--- config.mk ---
export PLATFORM = sky130hd
export DESIGN_NAME = pe_status
export DESIGN_NICKNAME = d
export VERILOG_FILES = /design/src/wb_pkg.sv /design/src/pe_buf_pkg.sv /design/src/pe_status.sv
export SDC_FILE = /design/constraint.sdc
export NUM_CORES = 1
export LEC_CHECK = 0
export BUFFER_PORTS_ARGS = -buffer_cell sky130_fd_sc_hd__buf_4
export CAP_MARGIN = 20
export CORE_AREA = 2 2 39 41
export DETAILED_ROUTE_END_ITERATION = 16
export DIE_AREA = 0 0 41 43
export PLACE_DENSITY = 0.66
export SETUP_SLACK_MARGIN = 0.3
export SYNTH_ARGS = -nofsm -noshare
export SYNTH_HDL_FRONTEND = slang
export SYNTH_SLANG_ARGS = --single-unit
--- constraint.sdc ---
create_clock -name CLK -period 1.6 [get_ports CLK]
set_clock_uncertainty 0.2 [all_clocks]
set_input_delay 0.32 -clock CLK [delete_from_list [all_inputs] [get_ports CLK]]
set_output_delay 0.32 -clock CLK [all_outputs]
set_load 0.005 [all_outputs]
--- src/wb_pkg.sv ---
// ====================
// wishbone classic read-master types and bus constants
// shared by the read sequencer and the top level ports
// ====================
package wb_pkg;

  // byte address width of the external bus
  localparam int unsigned ADDR_W = 32;

  // one bus word, also the address step between words
  localparam int unsigned BYTES_PER_WORD = 4;

  typedef logic [ADDR_W-1:0] wb_addr_t;
  typedef logic [BYTES_PER_WORD*8-1:0] wb_data_t;

  // master to slave, 35 bits
  typedef struct packed {
    logic     cyc;
    logic     stb;
    logic     we;
    wb_addr_t adr;
  } wb_req_t;

  // slave to master, 34 bits
  typedef struct packed {
    logic     ack;
    logic     err;
    wb_data_t dat;
  } wb_rsp_t;

endpackage
--- src/pe_buf_pkg.sv ---
// ====================
// buffer-side constants and types for the PE buffer loader
// indices, burst counts, command and flag structs, register bit positions
// ====================
package pe_buf_pkg;

  localparam int unsigned DATA_W = 32;
  localparam int unsigned NUM_BUF = 3;

  // buffer indices
  localparam int unsigned BUF_WEIGHT = 0;
  localparam int unsigned BUF_INPUT = 1;
  localparam int unsigned BUF_PSUM = 2;

  // bursts fetched per buffer on each load request
  localparam int unsigned BURSTS_PER_BUF [NUM_BUF] = '{
    BUF_WEIGHT: 1,
    BUF_INPUT:  2,
    BUF_PSUM:   3
  };

  // one-cycle pulses per buffer
  typedef struct packed {
    logic [NUM_BUF-1:0] load;
    logic [NUM_BUF-1:0] clear;
  } buf_cmd_t;

  // sticky per-buffer result flags
  typedef struct packed {
    logic [NUM_BUF-1:0] done;
    logic [NUM_BUF-1:0] error;
  } buf_flags_t;

  // per-buffer base byte addresses
  typedef wb_pkg::wb_addr_t [NUM_BUF-1:0] base_addr_t;

  // memory-control word fields
  localparam int unsigned REQ_LSB = 0;
  localparam int unsigned CLR_LSB = 4;

  // status word fields
  localparam int unsigned DONE_LSB = 0;
  localparam int unsigned BUSY_BIT = 8;
  localparam int unsigned ERR_LSB = 16;

endpackage

--- src/pe_status.sv ---
// ====================
// registered status word
// done bits low, busy in the middle, error bits in the upper half
// ====================
`timescale 1ns/1ps

module pe_status (
  input  logic                          CLK,
  input  logic                          resetn_all,
  input  pe_buf_pkg::buf_flags_t        flags,
  input  logic                          busy,
  output logic [pe_buf_pkg::DATA_W-1:0] pe_status
);

  localparam int unsigned NUM_BUF = pe_buf_pkg::NUM_BUF;

  logic [pe_buf_pkg::DATA_W-1:0] status_d;

  // unused bits read as zero
  always_comb begin
    status_d = '0;
    status_d[pe_buf_pkg::DONE_LSB +: NUM_BUF] = flags.done;
    status_d[pe_buf_pkg::BUSY_BIT] = busy;
    status_d[pe_buf_pkg::ERR_LSB +: NUM_BUF] = flags.error;
  end

  always_ff @(posedge CLK) begin
    if (resetn_all == 1'b0) begin
      pe_status <= '0;
    end
    else begin
      pe_status <= status_d;
    end
  end

endmodule

# Word-level counts from Yosys, hierarchy flattened
# Index checks and enable logic that the tools add are counted.
# W data, S select, Z words.
[word_totals]
register_bits = 32
inputBits = 9
wordCells = 2

# Logic depth before layout (Yosys ltp)
[logic_depth]
ltp_word = 0
mapped_depth = 1
depth_no_buf = 1

# Worst setup path before layout
# No wires, ideal clock.
[synth_path]
path_kind = "register -> output"
from = "register pe_status[0] (netlist name)"
to = "output port pe_status[0] (netlist name)"
arrival_ns = 0.298
t_required_ns = 1.080
path_slack_ns = 0.782
stages_incl_launch_ff = 1
path_buffers = 0
path_cell_list = "dfxtp_1"
[synth_rtl]
columns = ["element", "line", "rtl"]
rows = [
  ["start: declaration", "pe_status.sv:12", "output logic [pe_buf_pkg::DATA_W-1:0] pe_status"],
  ["start signal: assignment", "pe_status.sv:32", "pe_status <= status_d;"],
]
# No word-level cell between the ends.

# Final worst setup path
[layout_path]
from = "register pe_status[17] (netlist name)"
to = "output port pe_status[17] (netlist name)"
# No word-level cell between the ends.

==> key figures <==
Floorplanning
  – Core Box Area: approximately 0.0014 mm^2
  – Die area: around 0.0018 mm^2
  – Boundary pin count: between 40 and 50
  – Die W: 41 um
  – Row cnt: 14
  – Initial core utilization: between 20% and 30%
  – Die Y: around 43 um

Routing
  – Residual DRC: 0
  – Detailed Route WL: just under 500 um
  – Vias post-DR: 230
  – Per-cell routed wire length: approximately 6.6 um
  – Pre-Repair DR Iteration Count: 2
  – Routed Antenna Nets: 0
  – Vias per cell: a little over 3
  – DR iter-0 viols: 1

Finish
  – Share of layout cells above drive strength 1: 31.0%
  – Most flop-heavy register: pe_status
  – Antenna Cells: 0
  – Multi-input logic area: about 140 um^2
  – Max reg flops: 7
  – Fillcell total: around 160
  – Area delta synth->final: 16.3%
  – Nets: between 60 and 70
  – Register area: approximately 140 um^2
  – Biggest regs: pe_status (7)

Job
  – Max_cap viols: 0

Global routing
  – GRT overflow: 0
  – Vias in the first global route: about 160
  – GRT Resource Usage Total: under 10%
  – Largest net degree at the start of global routing: 8
  – First-pass GRT wire length: ~550 um
  – Initial antenna violation count: 0

Power and ir drop
  – Pwr dens: 892 mW/mm^2
  – Max IR drop VDD: between 0.0001 and 0.00015 V
  – Leak: 0.247 nW

Critical path
  – CP delay by family, top: flip-flops
  – CP peak stage delay: 300 ps
  – CP Capture Type: output pin
  – CP max stage cell: dfxtp_1
  – Worst setup SP type: flop
  – Critical Path Fanout Max: 1
  – Worst path required time: 1080 ps
  – CP Class: flop to output pin
  – CP cell instances: buf_4
  – Critical Path AT: 670 ps
  – Critical path buffers and inverters: 1

Yosys
  – Syn_area_per_cell: 9.38 um^2
  – Synth Instances: 40
  – Synth warn: 0
  – Synthesized flop and latch total: 7
  – Synth Cell Area: ~380 um^2
  – Unique masters post-synth: 4
  – Sequential-to-total area share from yosys stat: 37.3%

STA
  – Final Hold Violating Endpoints: 0
  – Worst setup margin: around 410 ps
  – Setup TNS: 0 ps
  – Crit share post-route: roughly 74%
  – RSZ-0062 raised after global routing: false
  – Final Max Slew Viols: 0
  – Setup Viol. Count Final: 0
  – Highest Clock Rate: 843 MHz
  – Tmin final: 1190 ps

Placed design
  – # port buffers: 15
  – Pre-CTS setup slack: roughly 670 ps
  – Dpl hpwl: about 420 um
  – GP Congestion: just under 0.5

Clock network
  – CTS root buf: clkbuf_4
  – CTS tree: yes
  – Hold-fix buffers, CTS: 0
  – Total CTS buffers: 3
  – Cts repair resizes: 0
  – H-Tree Depth: 1
  – Clock Sinks: 7
  – Bufs on Longest Clock Path: 2
  – Post-CTS setup buffers: 0
  – CTS clk-pin slew, worst paths: ~50 ps

Status
  – Status: finished, final reports clean

Min path
  – HP Class: primary input to flop
## where the power goes
| group | internal, mW | switching (mW) | total [mW] | leakage [nW] |
|---|---|---|---|---|
| Clock | 0.0947 | 0.0578 | 0.152 | 0.0150 |
| Sequential | 0.184 | 0.00229 | 0.187 | 0.0583 |
| Combinational | 0.0270 | 0.0235 | 0.0505 | 0.174 |
## cell type report
class	count	share of cell area (%)
clock buffer	4	6.02
sequential	7	32.1
multi-input combinational	32	31.5
timing repair buffer	15	25.8
tap	16	4.58
## synth_stat cells
cell	count	area, um^2
dfxtp_1	7	140
and2_1	7	43.8
conb_1	1	3.75
buf_4	25	188
## worst paths after layout
| path | start | to | slack [ps] | cells past startpoint |
|---|---|---|---|---|
| setup / recovery | pe_status[17]$_SDFF_PN0_ | pe_status[17] | 410 | 1 |
| hold / removal | flags[4] | pe_status[1]$_SDFF_PN0_ | 80 | 2 |
## per-layer routing
layer / part of all wire (%) / track usage (%) / wire length, um
met3: 29 / 3.14 / 140
met5: 0 / 0 / 0
met2: 46 / 8.75 / 223
met4: 2.5 / 8.00 / 12
met1: 23 / 2.24 / 112
## stage by stage
step	power (mW)	cells	instance area, um^2	hold WS, ps	utilization [%]
4_1_cts	0.398	74	437	76.8	31.6
3_5_place_dp	0.240	70	410	332	29.7
5_1_grt	0.426	74	437	67.1	31.6
3_3_place_gp	0.239	70	410	327	29.7
6_report	0.390	74	437	84.0	31.6
2_1_floorplan	0.254	64	465	242	-
## cell usage in the layout, fill, tap and decap left out, drive strengths merged
master	count
conb	25
buf	15
and2	7
dfxtp	7
clkbuf	4
## kinds of logic (layout without fill, tap and decap cells)
group | Yosys count | count (layout) | share of synthesized area [%]
buffers and inverters | 25 | 19 | 50.0
flip-flops | 7 | 7 | 37.3
AND/OR/NAND/NOR | 7 | 7 | 11.7
other | 1 | 25 | 0.999
No activity file was read; power rests on OpenSTA's default activity.
