[src/wb_pkg.sv]
// ====================
// wishbone classic read-master types and bus constants
// shared by the read sequencer and the top level ports
// ====================
package wb_pkg;

  // byte address width of the external bus
  localparam int unsigned ADDR_W = 32;

  // one bus word, also the address step between words
  localparam int unsigned BYTES_PER_WORD = 4;

  typedef logic [ADDR_W-1:0] wb_addr_t;
  typedef logic [BYTES_PER_WORD*8-1:0] wb_data_t;

  // master to slave, 35 bits
  typedef struct packed {
    logic     cyc;
    logic     stb;
    logic     we;
    wb_addr_t adr;
  } wb_req_t;

  // slave to master, 34 bits
  typedef struct packed {
    logic     ack;
    logic     err;
    wb_data_t dat;
  } wb_rsp_t;

endpackage
[src/pe_buf_pkg.sv]
// ====================
// buffer-side constants and types for the PE buffer loader
// indices, burst counts, command and flag structs, register bit positions
// ====================
package pe_buf_pkg;

  localparam int unsigned DATA_W = 32;
  localparam int unsigned NUM_BUF = 3;

  // buffer indices
  localparam int unsigned BUF_WEIGHT = 0;
  localparam int unsigned BUF_INPUT = 1;
  localparam int unsigned BUF_PSUM = 2;

  // bursts fetched per buffer on each load request
  localparam int unsigned BURSTS_PER_BUF [NUM_BUF] = '{
    BUF_WEIGHT: 1,
    BUF_INPUT:  2,
    BUF_PSUM:   3
  };

  // one-cycle pulses per buffer
  typedef struct packed {
    logic [NUM_BUF-1:0] load;
    logic [NUM_BUF-1:0] clear;
  } buf_cmd_t;

  // sticky per-buffer result flags
  typedef struct packed {
    logic [NUM_BUF-1:0] done;
    logic [NUM_BUF-1:0] error;
  } buf_flags_t;

  // per-buffer base byte addresses
  typedef wb_pkg::wb_addr_t [NUM_BUF-1:0] base_addr_t;

  // memory-control word fields
  localparam int unsigned REQ_LSB = 0;
  localparam int unsigned CLR_LSB = 4;

  // status word fields
  localparam int unsigned DONE_LSB = 0;
  localparam int unsigned BUSY_BIT = 8;
  localparam int unsigned ERR_LSB = 16;

endpackage

[src/buffer_fifo.sv]
// ====================
// synchronous buffer FIFO with clear and a combinational head read port
// writes while full are dropped, the reader flags them
// ====================
`timescale 1ns/1ps

module buffer_fifo #(
  parameter int BUF_DEPTH = 64
) (
  input  logic                          CLK,
  input  logic                          resetn_all,
  input  logic                          clear,
  input  logic                          wr_en,
  input  logic [pe_buf_pkg::DATA_W-1:0] wr_data,
  input  logic                          rd_en,
  output logic [pe_buf_pkg::DATA_W-1:0] rd_data,
  output logic                          empty,
  output logic                          full
);

  localparam int unsigned AW = $clog2(BUF_DEPTH);

  logic [pe_buf_pkg::DATA_W-1:0] mem [BUF_DEPTH];
  logic [AW-1:0] wr_ptr;
  logic [AW-1:0] rd_ptr;
  logic [AW:0]   count;
  logic          do_wr;
  logic          do_rd;

  assign empty = (count == '0);
  assign full = (count == (AW + 1)'(BUF_DEPTH));
  assign do_wr = wr_en && !full;
  assign do_rd = rd_en && !empty;

  // head word shown before the pop
  assign rd_data = mem[rd_ptr];

  always_ff @(posedge CLK) begin
    if (do_wr) begin
      mem[wr_ptr] <= wr_data;
    end
  end

  always_ff @(posedge CLK) begin
    if (resetn_all == 1'b0 || clear) begin
      wr_ptr <= '0;
      rd_ptr <= '0;
      count <= '0;
    end
    else begin
      if (do_wr) begin
        wr_ptr <= wr_ptr + 1'b1;
      end
      if (do_rd) begin
        rd_ptr <= rd_ptr + 1'b1;
      end
      // simultaneous push and pop keep the count
      case ({do_wr, do_rd})
        2'b10:   count <= count + 1'b1;
        2'b01:   count <= count - 1'b1;
        default: count <= count;
      endcase
    end
  end

endmodule

[config.mk]
export PLATFORM = sky130hd
export DESIGN_NAME = buffer_fifo
export DESIGN_NICKNAME = d
export VERILOG_FILES = /design/src/wb_pkg.sv /design/src/pe_buf_pkg.sv /design/src/buffer_fifo.sv
export SDC_FILE = /design/constraint.sdc
export NUM_CORES = 2
export LEC_CHECK = 0
export BUFFER_PORTS_ARGS = -buffer_cell sky130_fd_sc_hd__clkbuf_2
export CORE_MARGIN = 2
export CORE_UTILIZATION = 57
export CTS_CLUSTER_DIAMETER = 80
export CTS_CLUSTER_SIZE = 14
export DETAILED_ROUTE_END_ITERATION = 8
export GPL_TIMING_DRIVEN = 0
export HOLD_SLACK_MARGIN = 0.15
export PLACE_DENSITY_LB_ADDON = 0.15
export SLEW_MARGIN = 10
export SYNTH_ARGS = -nofsm -noshare
export SYNTH_HDL_FRONTEND = slang
export SYNTH_SLANG_ARGS = --single-unit
[constraint.sdc]
create_clock -name CLK -period 3.2 [get_ports CLK]
set_input_delay 0.32 -clock CLK [delete_from_list [all_inputs] [get_ports CLK]]
set_output_delay 0.32 -clock CLK [all_outputs]
set_load 0.005 [all_outputs]
**Word-level counts from Yosys, hierarchy flattened**

Memory sizes are Yosys's and may differ from the RTL's. A register that Yosys moved wholly into a read port is not among the register bits.
Index checks and enable logic that the tools add are counted.

- Register bits: 19
- Bits in latches: 0
- Memory bits (writable): 2048
- Memory bits (read-only): 0
- Bits of input ports: 37
- Output and inout bits: 34
- Memories kept: 1

Memories:

| memory | depth | width | rd ports | clocked after memory_dff | wr ports | line | text |
|---|---|---|---|---|---|---|---|
| mem | 64 | 32 | 1 | 1 | 1 | buffer_fifo.sv:23 | `logic [pe_buf_pkg::DATA_W-1:0] mem [BUF_DEPTH];` |

- $add $sub $neg: 4
- Multiply operators: 0
- Divide/modulo/power cells: 0
- Magnitude comparators: 0
- Equal/unequal tests: 3
- Shifts and indexed selects: 0
- Muxes and demuxes: 5
- Bitwise operators: 1
- Reductions and logical operators: 7

Operators with widths:

| cell | number |
|---|---|
| $pmux W7 S2 | 1 |
| $add A6 B1 Y6 const B | 2 |
| $mux W6 | 2 |
| $add A7 B1 Y7 const B | 1 |
| $eq A7 B7 Y1 const B | 1 |
| $logic_not A7 Y1 | 1 |
| $sub A7 B1 Y7 const B | 1 |
| $eq A2 B1 Y1 const B | 1 |
| $eq A2 B2 Y1 const B | 1 |
| $logic_and A1 B1 Y1 | 2 |
| $logic_not A1 Y1 | 2 |
| $mux W1 | 2 |
| $reduce_bool A2 Y1 | 1 |
| $logic_or A1 B1 Y1 | 1 |
| $not A1 Y1 | 1 |

**Longest topological paths before layout**

- Depth after elaboration: 5
- Depth in mapped cells: 14

**Least setup slack after synthesis**

OpenSTA, ideal clock, no wires.

- Path kind: reg-to-reg
- Start point: register count[1]
- End point: register count[6]
- Arrival: 3170 ps
- Required time: 3128 ps
- Slack: -41 ps
- Stages on the path, launching flop included: 15
- Buffers on the path: 4
- Period minus slack after synthesis: 3241 ps
- Path through: dfxtp_1 > buf_2 > or4_1 > o31a_1 > clkbuf_1 > ha_1 > clkbuf_1 > clkbuf_1 > xor2_1 > ha_1 > a21oi_1 > or3_1 > a21oi_1 > o31ai_1 > mux2i_1

- Cells in the longest elaborated chain, start to end: 5
- Elaborated cells on any way between the ends: 12
- Those cells by class: add/sub (2); eq/ne (3); mux (1); reduce/logical (6)

RTL lines:

| element | line | text |
|---|---|---|
| start: declaration | buffer_fifo.sv:26 | `logic [AW:0] count;` |
| start signal: assignment | buffer_fifo.sv:59 | `2'b10: count <= count + 1'b1;` |
| start signal: assignment | buffer_fifo.sv:60 | `2'b01: count <= count - 1'b1;` |
| start signal: assignment | buffer_fifo.sv:61 | `default: count <= count;` |
| parallel branches: the longest is 5 deep, another holds $sub A7 B1 Y7 | -- |  |

Parallel ways; which one is timed is not known.
A chain may end at the register's enable or synchronous reset.

==> results.sh <==
export IMPL_synth_edf_count=2048
export IMPL_setup_viol=32
export IMPL_maxCapViolations=0
export IMPL_die_h_um=376
export IMPL_wl_per_cell_um=41.3
export IMPL_hold_class="in2reg"
export IMPL_setup_worst_path_class="reg2out"
export IMPL_wl_met2_um=112000
export IMPL_grt_total_usage=0.341
export IMPL_ys_types=58
export IMPL_place_area_um2=83700
export IMPL_cp_arrival_ns=3.58
export IMPL_first_iter_violations=7496
export IMPL_initial_core_util=0.575
export IMPL_antenna_found_initial=8
export IMPL_pwr_share_clk=0.374
export IMPL_synth_avg_cell_area_um2=23.0
export IMPL_nFillCells=7930
export IMPL_clock_skew_ns=0.0341
export IMPL_required_ns=2.88
export IMPL_place_congestion=0.899
export IMPL_hold_violations=0
export IMPL_tightest_slew_ns=1.29
export IMPL_endpoint_kind="output port"
export IMPL_fmax_mhz=257
export IMPL_synth_net_count=3471
export IMPL_route_met3_wl_um=32300
export IMPL_power_mw=50.5
export IMPL_dp_cells=5369
export IMPL_top_layer="met5"
export IMPL_place_hpwl_um=147000
export IMPL_dp_slack_ns=-1.34
export IMPL_cts_buffers=167
export IMPL_cp_max_fo=8
export IMPL_ant_nets=0
export IMPL_ios=71
export IMPL_drive_above_1_share=0.390
export IMPL_slew_headroom=0.138
export IMPL_fp_dieArea_um2=142000
export IMPL_power_switching_mw=10.1
export IMPL_fp_row_count=136
export IMPL_core_area_um2=137000
export IMPL_met1_length_um=80200
export IMPL_clkTransAtPathRegs_ns=0.06
export IMPL_ys_flop_type="edfxtp_1"
export IMPL_root_buffer="clkbuf_16"
export IMPL_die_x_um=376
export IMPL_min_period_ns=3.90
export IMPL_seqPwrFrac=0.591
export IMPL_overflow=0
export IMPL_start_kind="register"
export IMPL_async_reset_ff_frac=0
export IMPL_drt_wl_total_um=240000
export IMPL_p_leak_nw=28.9
export IMPL_peakVddDrop_v=0.000590
export IMPL_instances_no_fill=5799
export IMPL_yosys_warnings=0
export IMPL_fin_crit_sh=1.22
export IMPL_outcome="complete, but fails checks"
export IMPL_violations="setup timing"
export IMPL_ys_seq_area_frac=0.785
export IMPL_combPwrFrac=0.034
export IMPL_fin_ws_ns=-0.698
export IMPL_firstDrtPassIters=6
export IMPL_syn_inst=3429
export IMPL_grt_pass1_wl_um=325000
export IMPL_syn_area_um2=79000
export IMPL_grt_pass1_vias=40800
export IMPL_clk_latency_ns=0.82
export IMPL_switching_share=0.201
export IMPL_grt_max_degree=65
export IMPL_ys_ff_latch=2073
export IMPL_report_final_slew_viol_count=0
export IMPL_intPower_mw=40.4
export IMPL_portBuffers=70
export IMPL_rsz0062_at_grt="yes"
export IMPL_viasPerCell=7.15
export IMPL_final_nets=4012
export IMPL_power_density_nw_per_um2=533
export IMPL_syn_to_final_growth_pct=20.0
export IMPL_stdcell_area_um2=94800
export IMPL_vias=41500
export IMPL_cts_sinks=2073
export IMPL_drcViolationCount=0
export IMPL_cts_buffer_depth=3
export IMPL_cts_tree="built"
export IMPL_htreeDepth=4
layout make-up:
| type | count | area (µm²) | share of cell area |
|---|---|---|---|
| diodes | 1 | 2.50 | 0.0000264 |
| plain buffers | 180 | 2300 | 0.0243 |
| clock buffers | 192 | 4420 | 0.0466 |
| clock inverters | 11 | 178 | 0.00187 |
| inverters | 4 | 16.3 | 0.000172 |
| multi-input cells | 1158 | 18600 | 0.197 |
| flip-flops and latches | 2073 | 62000 | 0.654 |
| well taps | 1794 | 2240 | 0.0237 |
| repair buffers | 386 | 5000 | 0.0527 |
power by group through the flow:
stage                     clock (mW)  combinational, mW  sequential, mW
after floorplan                    0              0.585            30.5
after global placement             0               1.27            30.5
after detailed placement           0               1.38            30.5
after CTS                       18.9               1.63            29.9
after global routing            19.9               1.80            29.9
final                           18.9               1.74            29.9
cell usage in the layout (no fill, tap or decap), types with 16 or more instances in the layout:
master | Yosys | final
buf_12 | 0 | 159
clkbuf_1 | 64 | 34
mux4_2 | 512 | 512
o22ai_1 | 45 | 18
buf_8 | 1 | 21
nand3_1 | 24 | 16
clkbuf_2 | 0 | 43
mux2i_1 | 90 | 39
nor2_1 | 103 | 21
mux2i_4 | 0 | 35
buf_4 | 44 | 150
buf_6 | 12 | 44
dfxtp_1 | 25 | 18
buf_16 | 0 | 40
clkbuf_4 | 1 | 30
a21oi_4 | 0 | 18
nand2_1 | 32 | 24
a22oi_2 | 0 | 16
a211oi_4 | 0 | 19
buf_2 | 62 | 31
clkbuf_16 | 0 | 177
nor2_4 | 0 | 81
a22oi_1 | 105 | 89
mux2i_2 | 0 | 16
edfxtp_1 | 2048 | 2048
sequential cells by signal, indices dropped and copies added (netlist names), named ones only:
name,flops
mem,2048
count,7
rd_ptr,6
wr_ptr,6
worst max-delay path, cell delays in order (launching register included):
cell and delay [ns]:
dfxtp_4 0.38, buf_12 0.16, buf_16 0.15, buf_16 0.15
nand3_4 0.17, buf_4 0.15, o22ai_1 0.15, a211oi_4 0.78
nor2_4 0.15, a311oi_4 0.29, buf_2 0.17
layer usage:
layer	track usage	up-vias
met4	0.172	2
met5	0.000343	-
met2	0.523	3440
met3	0.0940	662
met1	0.454	21700
li1	-	15700
cell usage after synthesis (2+ instances only):
master | instances | share of area
edfxtp_1 | 2048 | 0.78
mux4_2 | 512 | 0.15
a22oi_1 | 105 | 0.010
nor2_1 | 103 | 0.0049
mux2i_1 | 90 | 0.011
clkbuf_1 | 64 | 0.0030
buf_2 | 62 | 0.0039
o22ai_1 | 45 | 0.0036
buf_4 | 44 | 0.0042
a21oi_1 | 33 | 0.0021
nand2_1 | 32 | 0.0015
o221ai_1 | 30 | 0.0033
dfxtp_1 | 25 | 0.0063
nand3_1 | 24 | 0.0015
and3_1 | 22 | 0.0017
a211oi_1 | 20 | 0.0019
a311oi_1 | 18 | 0.0020
nand2b_1 | 14 | 0.0011
buf_6 | 12 | 0.0017
nor3_1 | 12 | 0.00076
buf_1 | 11 | 0.00052
nor2b_1 | 11 | 0.00087
xor2_1 | 11 | 0.0012
o21ai_0 | 9 | 0.00057
o211a_1 | 6 | 0.00076
ha_1 | 5 | 0.00079
nand4_1 | 5 | 0.00040
or3_1 | 5 | 0.00040
a221oi_1 | 4 | 0.00044
and2_1 | 3 | 0.00024
inv_1 | 3 | 0.00014
nand3b_1 | 3 | 0.00029
o31ai_1 | 3 | 0.00029
or2_2 | 3 | 0.00024
or4_1 | 3 | 0.00029
a2111oi_0 | 2 | 0.00022
a31oi_1 | 2 | 0.00016
a32o_1 | 2 | 0.00025
and3b_1 | 2 | 0.00022
o22a_1 | 2 | 0.00022
xnor2_1 | 2 | 0.00022
stage by stage:
stage,hold slack (ns),setup TNS [ns],util
after floorplan,0.419,0,-
after global placement,0.516,-4717.87,0.594
after detailed placement,0.525,-555.83,0.609
after CTS,0.151,-12.81,0.682
after global routing,0.284,-14.20,0.690
final,0.294,-13.78,0.690
logic make-up after synthesis:
| kind of cell | after synthesis | synth area share |
|---|---|---|
| AO/OA/AOI/OAI | 290 | 0.0268 |
| XOR/XNOR | 13 | 0.00144 |
| adder cells (fa/ha/maj) | 5 | 0.000792 |
| buffers and inverters | 199 | 0.0139 |
| flip-flops | 2073 | 0.785 |
| multiplexers | 602 | 0.157 |
| AND/OR/NAND/NOR | 247 | 0.0150 |
final timing paths:
path,start,endpoint,slack (ns),cells after the start
max,register,rd_data[17],-0.70,10
min,wr_data[22],mem[5][22],0.29,1
max reg2reg,wr_ptr[5],mem[37][18],0,5
min reg2reg,count[6],count[6],0.58,2
what timing repair did:
item / CTS / global route
setup endpoints to repair: 1831 / 216
buffers inserted: 153 / 64
pin swaps: 141 / 69
gates resized for setup: 741 / 115
hold buffers: 11 / 4
hold endpoints to repair: 194 / 169
cloned: 12 / 3
Power figures use the tool's default switching activity.
