[config.mk]
export PLATFORM = sky130hd
export DESIGN_NAME = mem_ctrl_decode
export DESIGN_NICKNAME = d
export VERILOG_FILES = /design/src/wb_pkg.sv /design/src/pe_buf_pkg.sv /design/src/mem_ctrl_decode.sv
export SDC_FILE = /design/constraint.sdc
export NUM_CORES = 1
export LEC_CHECK = 0
export ABC_AREA = 1
export BUFFER_PORTS_ARGS = -buffer_cell sky130_fd_sc_hd__buf_2
export CAP_MARGIN = 20
export CORE_MARGIN = 5
export CORE_UTILIZATION = 32
export CTS_CLUSTER_SIZE = 14
export DETAILED_ROUTE_END_ITERATION = 16
export PLACE_DENSITY = 0.7
export SYNTH_ARGS = -nofsm -noshare
export SYNTH_HDL_FRONTEND = slang
export SYNTH_SLANG_ARGS = --single-unit
[constraint.sdc]
create_clock -name CLK -period 0.8 [get_ports CLK]
set_input_delay 0.16 -clock CLK [delete_from_list [all_inputs] [get_ports CLK]]
set_output_delay 0.16 -clock CLK [all_outputs]
set_load 0.02 [all_outputs]
[src/wb_pkg.sv]
// ====================
// wishbone classic read-master types and bus constants
// shared by the read sequencer and the top level ports
// ====================
package wb_pkg;

  // byte address width of the external bus
  localparam int unsigned ADDR_W = 32;

  // one bus word, also the address step between words
  localparam int unsigned BYTES_PER_WORD = 4;

  typedef logic [ADDR_W-1:0] wb_addr_t;
  typedef logic [BYTES_PER_WORD*8-1:0] wb_data_t;

  // master to slave, 35 bits
  typedef struct packed {
    logic     cyc;
    logic     stb;
    logic     we;
    wb_addr_t adr;
  } wb_req_t;

  // slave to master, 34 bits
  typedef struct packed {
    logic     ack;
    logic     err;
    wb_data_t dat;
  } wb_rsp_t;

endpackage
[src/pe_buf_pkg.sv]
// ====================
// buffer-side constants and types for the PE buffer loader
// indices, burst counts, command and flag structs, register bit positions
// ====================
package pe_buf_pkg;

  localparam int unsigned DATA_W = 32;
  localparam int unsigned NUM_BUF = 3;

  // buffer indices
  localparam int unsigned BUF_WEIGHT = 0;
  localparam int unsigned BUF_INPUT = 1;
  localparam int unsigned BUF_PSUM = 2;

  // bursts fetched per buffer on each load request
  localparam int unsigned BURSTS_PER_BUF [NUM_BUF] = '{
    BUF_WEIGHT: 1,
    BUF_INPUT:  2,
    BUF_PSUM:   3
  };

  // one-cycle pulses per buffer
  typedef struct packed {
    logic [NUM_BUF-1:0] load;
    logic [NUM_BUF-1:0] clear;
  } buf_cmd_t;

  // sticky per-buffer result flags
  typedef struct packed {
    logic [NUM_BUF-1:0] done;
    logic [NUM_BUF-1:0] error;
  } buf_flags_t;

  // per-buffer base byte addresses
  typedef wb_pkg::wb_addr_t [NUM_BUF-1:0] base_addr_t;

  // memory-control word fields
  localparam int unsigned REQ_LSB = 0;
  localparam int unsigned CLR_LSB = 4;

  // status word fields
  localparam int unsigned DONE_LSB = 0;
  localparam int unsigned BUSY_BIT = 8;
  localparam int unsigned ERR_LSB = 16;

endpackage

[src/mem_ctrl_decode.sv]
// ====================
// memory-control word decoder
// registers the request and clear bits and emits one-cycle pulses on rising bits
// ====================
`timescale 1ns/1ps

module mem_ctrl_decode (
  input  logic                          CLK,
  input  logic                          resetn_all,
  input  logic [pe_buf_pkg::DATA_W-1:0] mem_ctrl,
  output pe_buf_pkg::buf_cmd_t          cmd
);

  localparam int unsigned NUM_BUF = pe_buf_pkg::NUM_BUF;

  // sampled control bits and their previous values
  logic [NUM_BUF-1:0] req_q;
  logic [NUM_BUF-1:0] clr_q;
  logic [NUM_BUF-1:0] req_prev;
  logic [NUM_BUF-1:0] clr_prev;
  pe_buf_pkg::buf_cmd_t cmd_q;

  always_ff @(posedge CLK) begin
    if (resetn_all == 1'b0) begin
      req_q <= '0;
      clr_q <= '0;
      req_prev <= '0;
      clr_prev <= '0;
      cmd_q <= '0;
    end
    else begin
      req_q <= mem_ctrl[pe_buf_pkg::REQ_LSB +: NUM_BUF];
      clr_q <= mem_ctrl[pe_buf_pkg::CLR_LSB +: NUM_BUF];
      req_prev <= req_q;
      clr_prev <= clr_q;
      // a bit left high by software fires only once
      cmd_q.load <= req_q & ~req_prev;
      cmd_q.clear <= clr_q & ~clr_prev;
    end
  end

  assign cmd = cmd_q;

endmodule

**Yosys cells after proc, flatten, opt, wreduce, memory -nomap -nowiden**

Cells that the tools add are included.

- Bitwise operators: 4

Operator list:

| kind | count |
|---|---|
| $and 3x3->3 | 2 |
| $not 3->3 | 2 |

- Register bits after elaboration: 18
- Bits of input ports: 34
- Output and inout bits: 6
- Word-level logic and storage cells: 10

**Longest topological paths before layout**

Gate-level depths: netlist of the first run.

- Depth in word-level cells: 2
- Gate-level depth with buffers: 3

**Worst setup path before layout of the first run**

OpenSTA, ideal clock, no wires.

- Kind: register to output
- Start point: register cmd_q (netlist bit cmd[0])
- End point: output port cmd[0] in the netlist's numbering
- Arrival: 0.395 ns
- Data required time: 0.640 ns
- Slack: 0.245 ns
- Stages on the path, launching flop included: 1
- Path buffers: 0
- Cell sequence: dfxtp_1

RTL lines:

| element | line | source |
|---|---|---|
| start: declaration | mem_ctrl_decode.sv:21 | `pe_buf_pkg::buf_cmd_t cmd_q;` |
| end: declaration | mem_ctrl_decode.sv:11 | `output pe_buf_pkg::buf_cmd_t cmd` |

No word-level cell between the ends.

**Worst setup path after layout of the first run**

- Start point: register cmd_q (netlist bit cmd[2])
- End point: output port cmd[2] in the netlist's numbering

No word-level cell between the ends.

==> results of run 1 <==
[metrics by stage]
step	area [sq um]	power, W	worst slack, ns	util [%]	std cells
floorplan	504.2	0.001023	0.2449	-	49
global placement	578.1	0.001051	0.1318	38.37	77
detailed placement	578.1	0.001054	0.1205	38.37	77
CTS	645.6	0.001488	-0.09919	42.86	80
global route	645.6	0.001549	-0.1206	42.86	80
finish	645.6	0.001458	-0.08342	42.86	80
[metal layers]
layer  track usage, %  vias to the layer above  wire (um)
li1                 -                      166          -
met1            7.763                      136        294
met2            10.38                        9        343
met3            3.012                        2         52
met4            6.550                        0          4
met5                0                        -          0
[cell usage in the layout (no fill, tap or decap), drive strengths merged]
| master | count |
|---|---|
| buf | 13 |
| nand2 | 12 |
| inv | 12 |
| clkbuf | 3 |
| dfxtp | 18 |
| nor2 | 6 |
[area by class of cell]
cell class              count  area share [%]
inverters                  12           6.977
multi-input cells          18           13.57
repair buffers             13           15.89
flip-flops and latches     18           56.98
clock buffers               3           3.488
well taps                  16           3.101
[worst paths after layout]
kind,from,to
worst max register to register,req_q[0]$_SDFF_PN0_,cmd[3]$_SDFF_PN0_
worst max-delay path,cmd[2]$_SDFF_PN0_,cmd[2]
worst min-delay path,mem_ctrl[6],clr_q[2]$_SDFF_PN0_
worst min register to register,clr_prev[2]$_SDFF_PN0_,cmd[2]$_SDFF_PN0_
[sequential cells by signal (all words and copies together), names as in the netlist]
signal	cells
cmd	6
clr_prev	3
clr_q	3
req_prev	3
req_q	3
[Yosys cell counts]
cell	number	area share (%)
dfxtp_1	18	71
nand2_2	4	5.0
inv_1	12	8.9
nor2_2	4	5.0
buf_6	1	2.2
nor2_1	2	1.5
nand2_1	8	6.0
[power by group through the flow]
stage / logic, W / clock network [W] / registers (W)
after global routing: 0.000111 / 0.000481 / 0.000958
after detailed placement: 0.0000850 / 0 / 0.000969
final: 0.0000980 / 0.000407 / 0.000953
after CTS: 0.0000989 / 0.000436 / 0.000953
after global placement: 0.0000829 / 0 / 0.000968
after floorplan: 0.0000392 / 0 / 0.000984
[timing repair]
action	4_1_cts	5_1_grt
hold endpoints to repair	0	0
resized for setup	18	0
hold buffers	0	0
endpoints found under the setup margin	6	6
[cells by family (layout without fill, tap and decap cells)]
logic type / count (synthesis) / count (layout) / synth area share [%]
buf+inv: 13 / 28 / 11.17
flops: 18 / 18 / 71.46
simple gates: 18 / 18 / 17.37
==> metrics.log, run 1 <==
[metrics] outcome: finished with violations
[metrics] violated checks: negative setup slack
[metrics] Chip Width: just under 50 um
[metrics] number of fill cells in the layout: about 150
[metrics] final number of setup-violating endpoints: 6
[metrics] first-pass GRT wire length: roughly 1.3 mm
[metrics] antenna-violating nets left: 0
[metrics] clock tree buffer depth: 2
[metrics] cell count of the worst hold path: 3
[metrics] number of antenna violations at the first check in global routing: 0
[metrics] cell count after synthesis: 49
[metrics] crit-path max cell delay: approximately 0.33 ns
[metrics] net switching power of the design: 0.0002987 W
[metrics] router iterations before antenna repair: 2
[metrics] via count of the first global-routing pass: 320
[metrics] area used by multi-input combinational logic: 87.58 sq um
[metrics] Slew headroom: 83.24%
[metrics] Critical Path End Type: primary output
[metrics] worst reg2reg path depth: 2
[metrics] Clk Tree Root Cell: clkbuf_4
[metrics] y dimension of the die: about 50 um
[metrics] family of cells with the greatest summed delay on the critical path: flip-flops
[metrics] total negative setup slack: -0.4712 ns
[metrics] post-synthesis cell area: 504.2 sq um
[metrics] worst path arrival time: 0.72 ns
[metrics] post-synthesis area per instance: 10.29 sq um
[metrics] FF-to-FF setup slack: 0.28 ns
[metrics] smallest hold slack: 0.05712 ns
[metrics] Cell Chain, Critical Path: buf_6
[metrics] pin count of the biggest net entering global routing: 13
[metrics] number of hold-slack violations in the final timing report: 0
[metrics] Hold Path Class: in -> reg
[metrics] insertion delay to the later sink of the worst-skew pair: 0.27 ns
[metrics] post-detailed-route wirelength per cell: about 8.7 um
[metrics] startpoint class of the critical path: flip-flop
[metrics] sequential fraction of design power: ~65%
[metrics] post-route clock period utilization: 110.4%
[metrics] Unique masters post-synth: 7
[metrics] crit path max fanout: 1
[metrics] Total Nets Final: 100
[metrics] maximum operating frequency: about 1.1 GHz
[metrics] fraction of power consumed by combinational cells: about 6.7%
[metrics] buffers inserted during post-CTS setup optimization: 0
[metrics] post-synthesis register bit count: 18
[metrics] CP max-delay cell: dfxtp_2
[metrics] Syn Nets: between 80 and 90
[metrics] die footprint: 2470 sq um
[metrics] total number of placement rows: 14
[metrics] Crit. path cell count: 1
[metrics] count of warnings emitted by yosys: 0
[metrics] smallest setup slack after layout: -0.08342 ns
[metrics] CP bufs+invs: 1
[metrics] time the worst path needs with I/O delays and setup: 0.8834 ns
[metrics] share of power burned in the clock network: 27.9%
[metrics] setup repair after global routing missed its margin: yes
[metrics] number of top-level design ports: 40
[metrics] CTS tree: done
[metrics] Final Skew: approximately 0.0013 ns
[metrics] DRC violation count after routing: 0
[metrics] part of the Yosys area used for sequential elements: between 70% and 80%
[metrics] detail-routed via count per cell: 3.913
[metrics] total track usage: 7.178%
[metrics] maximum VDD drop: 0.7330 mV
[metrics] number of clock sinks: 18
[metrics] WL final: between 600 and 700 um
[metrics] total vias in the final route: 313
[metrics] GR Overflow Total: 0
[metrics] relative area change from synthesis to final layout: 28.04%
[metrics] FF+latch area: between 300 and 400 sq um
[metrics] critical path class: reg -> out
[metrics] ratio of cells with drive above 1 in the final layout: 46.88%
[metrics] routability-driven placement congestion ratio: 0.5745
[metrics] transition time at the pin with the least slew margin: 0.2514 ns
[metrics] pwr dens: 2258 nW/um^2
[metrics] total core area: 1506 sq um
[metrics] total CTS buffers: 3
[metrics] required arrival time at the worst endpoint: 0.64 ns
[metrics] clock slew seen by the registers of the worst setup and hold paths: 0.09 ns
[metrics] Final Max Slew Viols: 0
[metrics] Port Buffer Count: 13
[metrics] effective utilization at floorplan: 33.47%
[metrics] number of diodes: 0
[metrics] Pint: 0.001159 W
[metrics] Max Cap Violations: 0
[metrics] fraction of power spent switching nets: 20.48%
[metrics] static leakage power: 0.3722 nW
[metrics] CTS H-tree depth: 1
[metrics] violation count after the first detailed-route iteration: 1
Power figures use the tool's default switching activity.
==> run 2, diff against run 1 <==
--- a/config.mk
+++ b/config.mk
@@ -13,6 +13,8 @@
 export CTS_CLUSTER_SIZE = 14
 export DETAILED_ROUTE_END_ITERATION = 16
 export PLACE_DENSITY = 0.7
+export REMOVE_ABC_BUFFERS = 1
+export SLEW_MARGIN = 15
 export SYNTH_ARGS = -nofsm -noshare
 export SYNTH_HDL_FRONTEND = slang
 export SYNTH_SLANG_ARGS = --single-unit
==> metrics.log, run 2 (synthesized netlist as in run 1, its figures left out) <==
[metrics] outcome: finished with violations
[metrics] violated checks: negative setup slack
[metrics] met1 track demand over resource: 6.446% (-1.3 points)
[metrics] violation count after the first detailed-route iteration: 2 (+1)
[metrics] post-detailed-route wirelength per cell: 8.875 um (+2.5%)
[metrics] maximum VDD drop: 0.6682 mV (-8.8%)
[metrics] routing usage on met2: 10.81% (+0.42 points)
[metrics] cell area after placement: 578.1 sq um (unchanged)
[metrics] Hold Path Class: in -> reg
[metrics] total number of placement rows: 14 (unchanged)
[metrics] GR Layer Usage met3: 3.012% (unchanged)
[metrics] FF+latch area: 367.9 sq um (unchanged)
[metrics] routability-driven placement congestion ratio: 0.5885 (+2.4%)
[metrics] DP HPWL: slightly below 500 um
[metrics] buffers inserted during post-CTS setup optimization: 0 (unchanged)
[metrics] number of hold-slack violations in the final timing report: 0 (unchanged)
[metrics] time the worst path needs with I/O delays and setup: 0.8897 ns (+0.006261 ns)
[metrics] Final Max Slew Viols: 0 (unchanged)
[metrics] DRC violation count after routing: 0 (unchanged)
[metrics] total track usage: 6.860% (-0.32 points)
[metrics] worst path arrival time: 0.73 ns (about the same)
[metrics] total negative setup slack: -0.5214 ns (-0.05020 ns)
[metrics] post-route clock period utilization: 111.2% (+0.78 points)
[metrics] critical path class: reg -> out
[metrics] pwr dens: 2289 nW/um^2 (+1.4%)
[metrics] required arrival time at the worst endpoint: 0.64 ns (about the same)
[metrics] Total Nets Final: 100 (unchanged)
[metrics] pin count of the biggest net entering global routing: 13 (unchanged)
[metrics] CP bufs+invs: 1 (unchanged)
[metrics] static leakage power: 0.3722 nW (unchanged)
[metrics] transition time at the pin with the least slew margin: 0.2610 ns (+0.009580 ns)
[metrics] insertion delay to the later sink of the worst-skew pair: 0.28 ns (about the same)
[metrics] WL final: 710 um (+2.5%)
[metrics] router iterations before antenna repair: 4 (+2)
[metrics] Chip Width: 49.70 um (unchanged)
[metrics] number of antenna violations at the first check in global routing: 0 (unchanged)
[metrics] die footprint: 2470 sq um (unchanged)
[metrics] antenna-violating nets left: 0 (unchanged)
[metrics] via count of the first global-routing pass: 317 (-0.94%)
[metrics] Clk Tree Root Cell: clkbuf_4
[metrics] number of fill cells in the layout: 155 (+2.6%)
[metrics] y dimension of the die: 49.70 um (unchanged)
[metrics] CP max-delay cell: dfxtp_2
[metrics] number of diodes: 0 (unchanged)
[metrics] crit-path max cell delay: 0.33 ns (about the same)
[metrics] maximum operating frequency: 1.124 GHz (-0.70%)
[metrics] family of cells with the greatest summed delay on the critical path: flip-flops
[metrics] CTS tree: done
[metrics] number of clock sinks: 18 (unchanged)
[metrics] Max Cap Violations: 0 (unchanged)
[metrics] Final Skew: 0.0009980 ns (-0.0002939 ns)
[metrics] Layout Cell Area excl Fill: 645.6 sq um (unchanged)
[metrics] number of top-level design ports: 40 (unchanged)
[metrics] Cell Chain, Critical Path: buf_6
[metrics] Hold-fix buffers, CTS: 0 (unchanged)
[metrics] total vias in the final route: 327 (+4.5%)
[metrics] global-route layer with the greatest usage: met2
[metrics] final number of setup-violating endpoints: 6 (unchanged)
[metrics] total CTS buffers: 3 (unchanged)
[metrics] relative area change from synthesis to final layout: 28.04% (unchanged)
[metrics] detail-routed via count per cell: 4.088 (+4.5%)
[metrics] number of gates resized after CTS: 18 (unchanged)
[metrics] Slew headroom: 82.60% (-0.64 points)
[metrics] clock tree buffer depth: 2 (unchanged)
[metrics] GR Overflow Total: 0 (unchanged)
[metrics] setup repair after global routing missed its margin: yes
[metrics] CTS H-tree depth: 1 (unchanged)
[metrics] effective utilization at floorplan: 33.47% (unchanged)
[metrics] Port Buffer Count: 13 (unchanged)
[metrics] total core area: 1506 sq um (unchanged)
[metrics] ratio of cells with drive above 1 in the final layout: 46.88% (unchanged)
[metrics] startpoint class of the critical path: flip-flop
[metrics] smallest setup slack after layout: -0.08968 ns (-0.006261 ns)
[metrics] commonest cells after routing, fill and taps aside: inv_1, dfxtp_1, nand2_1
[metrics] crit path max fanout: 1 (unchanged)
[metrics] Critical Path End Type: primary output
[metrics] clock slew seen by the registers of the worst setup and hold paths: 0.09 ns (about the same)
[metrics] flip-flop count of the largest register after layout: 6 (unchanged)
[metrics] area used by multi-input combinational logic: 87.58 sq um (unchanged)
[metrics] first-pass GRT wire length: 1.235 mm (-6.7%)
run 2: layout make-up:
class	instances	share of cell area [%]
Sequential cell	18	56.98
Timing Repair Buffer	13	15.89
Multi-Input combinational cell	18	13.57
Inverter	12	6.977
Clock buffer	3	3.488
Tap cell	16	3.101
run 2: metrics by stage:
step                      utilization, %  setup WS, ns  hold WS [ns]  cells  power, W
after global routing               42.86       -0.1277       0.04504     80  0.001555
final                              42.86      -0.08968       0.05016     80  0.001478
after CTS                          42.86       -0.1005       0.04376     80  0.001495
after detailed placement           38.37        0.1259        0.3454     77  0.001055
after floorplan                        -        0.2449        0.2535     48  0.001012
after global placement             38.37        0.1306        0.3427     77  0.001051
run 2: final timing paths:
| kind | startpoint | depth (start not counted) | end | slack, ns |
|---|---|---|---|---|
| worst max-delay path | cmd[4]$_SDFF_PN0_ | 1 | cmd[4] | -0.09 |
| worst max register to register | clr_q[1]$_SDFF_PN0_ | 2 | cmd[1]$_SDFF_PN0_ | 0.27 |
| worst min register to register | req_prev[2]$_SDFF_PN0_ | 1 | cmd[5]$_SDFF_PN0_ | 0.39 |
| worst min-delay path | mem_ctrl[2] | 3 | req_q[2]$_SDFF_PN0_ | 0.05 |
run 2: worst min-delay path, stage by stage:
cell     delay, ns
buf_2         0.07
nand2_1       0.04
inv_1         0.04
run 2: metal layers:
metal | vias up | routed length (um)
li1 | 168 | -
met1 | 141 | 265
met2 | 14 | 338
met3 | 4 | 80
met4 | 0 | 25
met5 | - | 0
run 2: report_power, final:
group          leakage, nW   total, W  internal, W  switching, W
registers            0.151   0.000953     0.000938     0.0000151
logic                0.207  0.0000979    0.0000471     0.0000509
clock network       0.0138   0.000427     0.000175      0.000252
total                0.372    0.00148      0.00116      0.000318
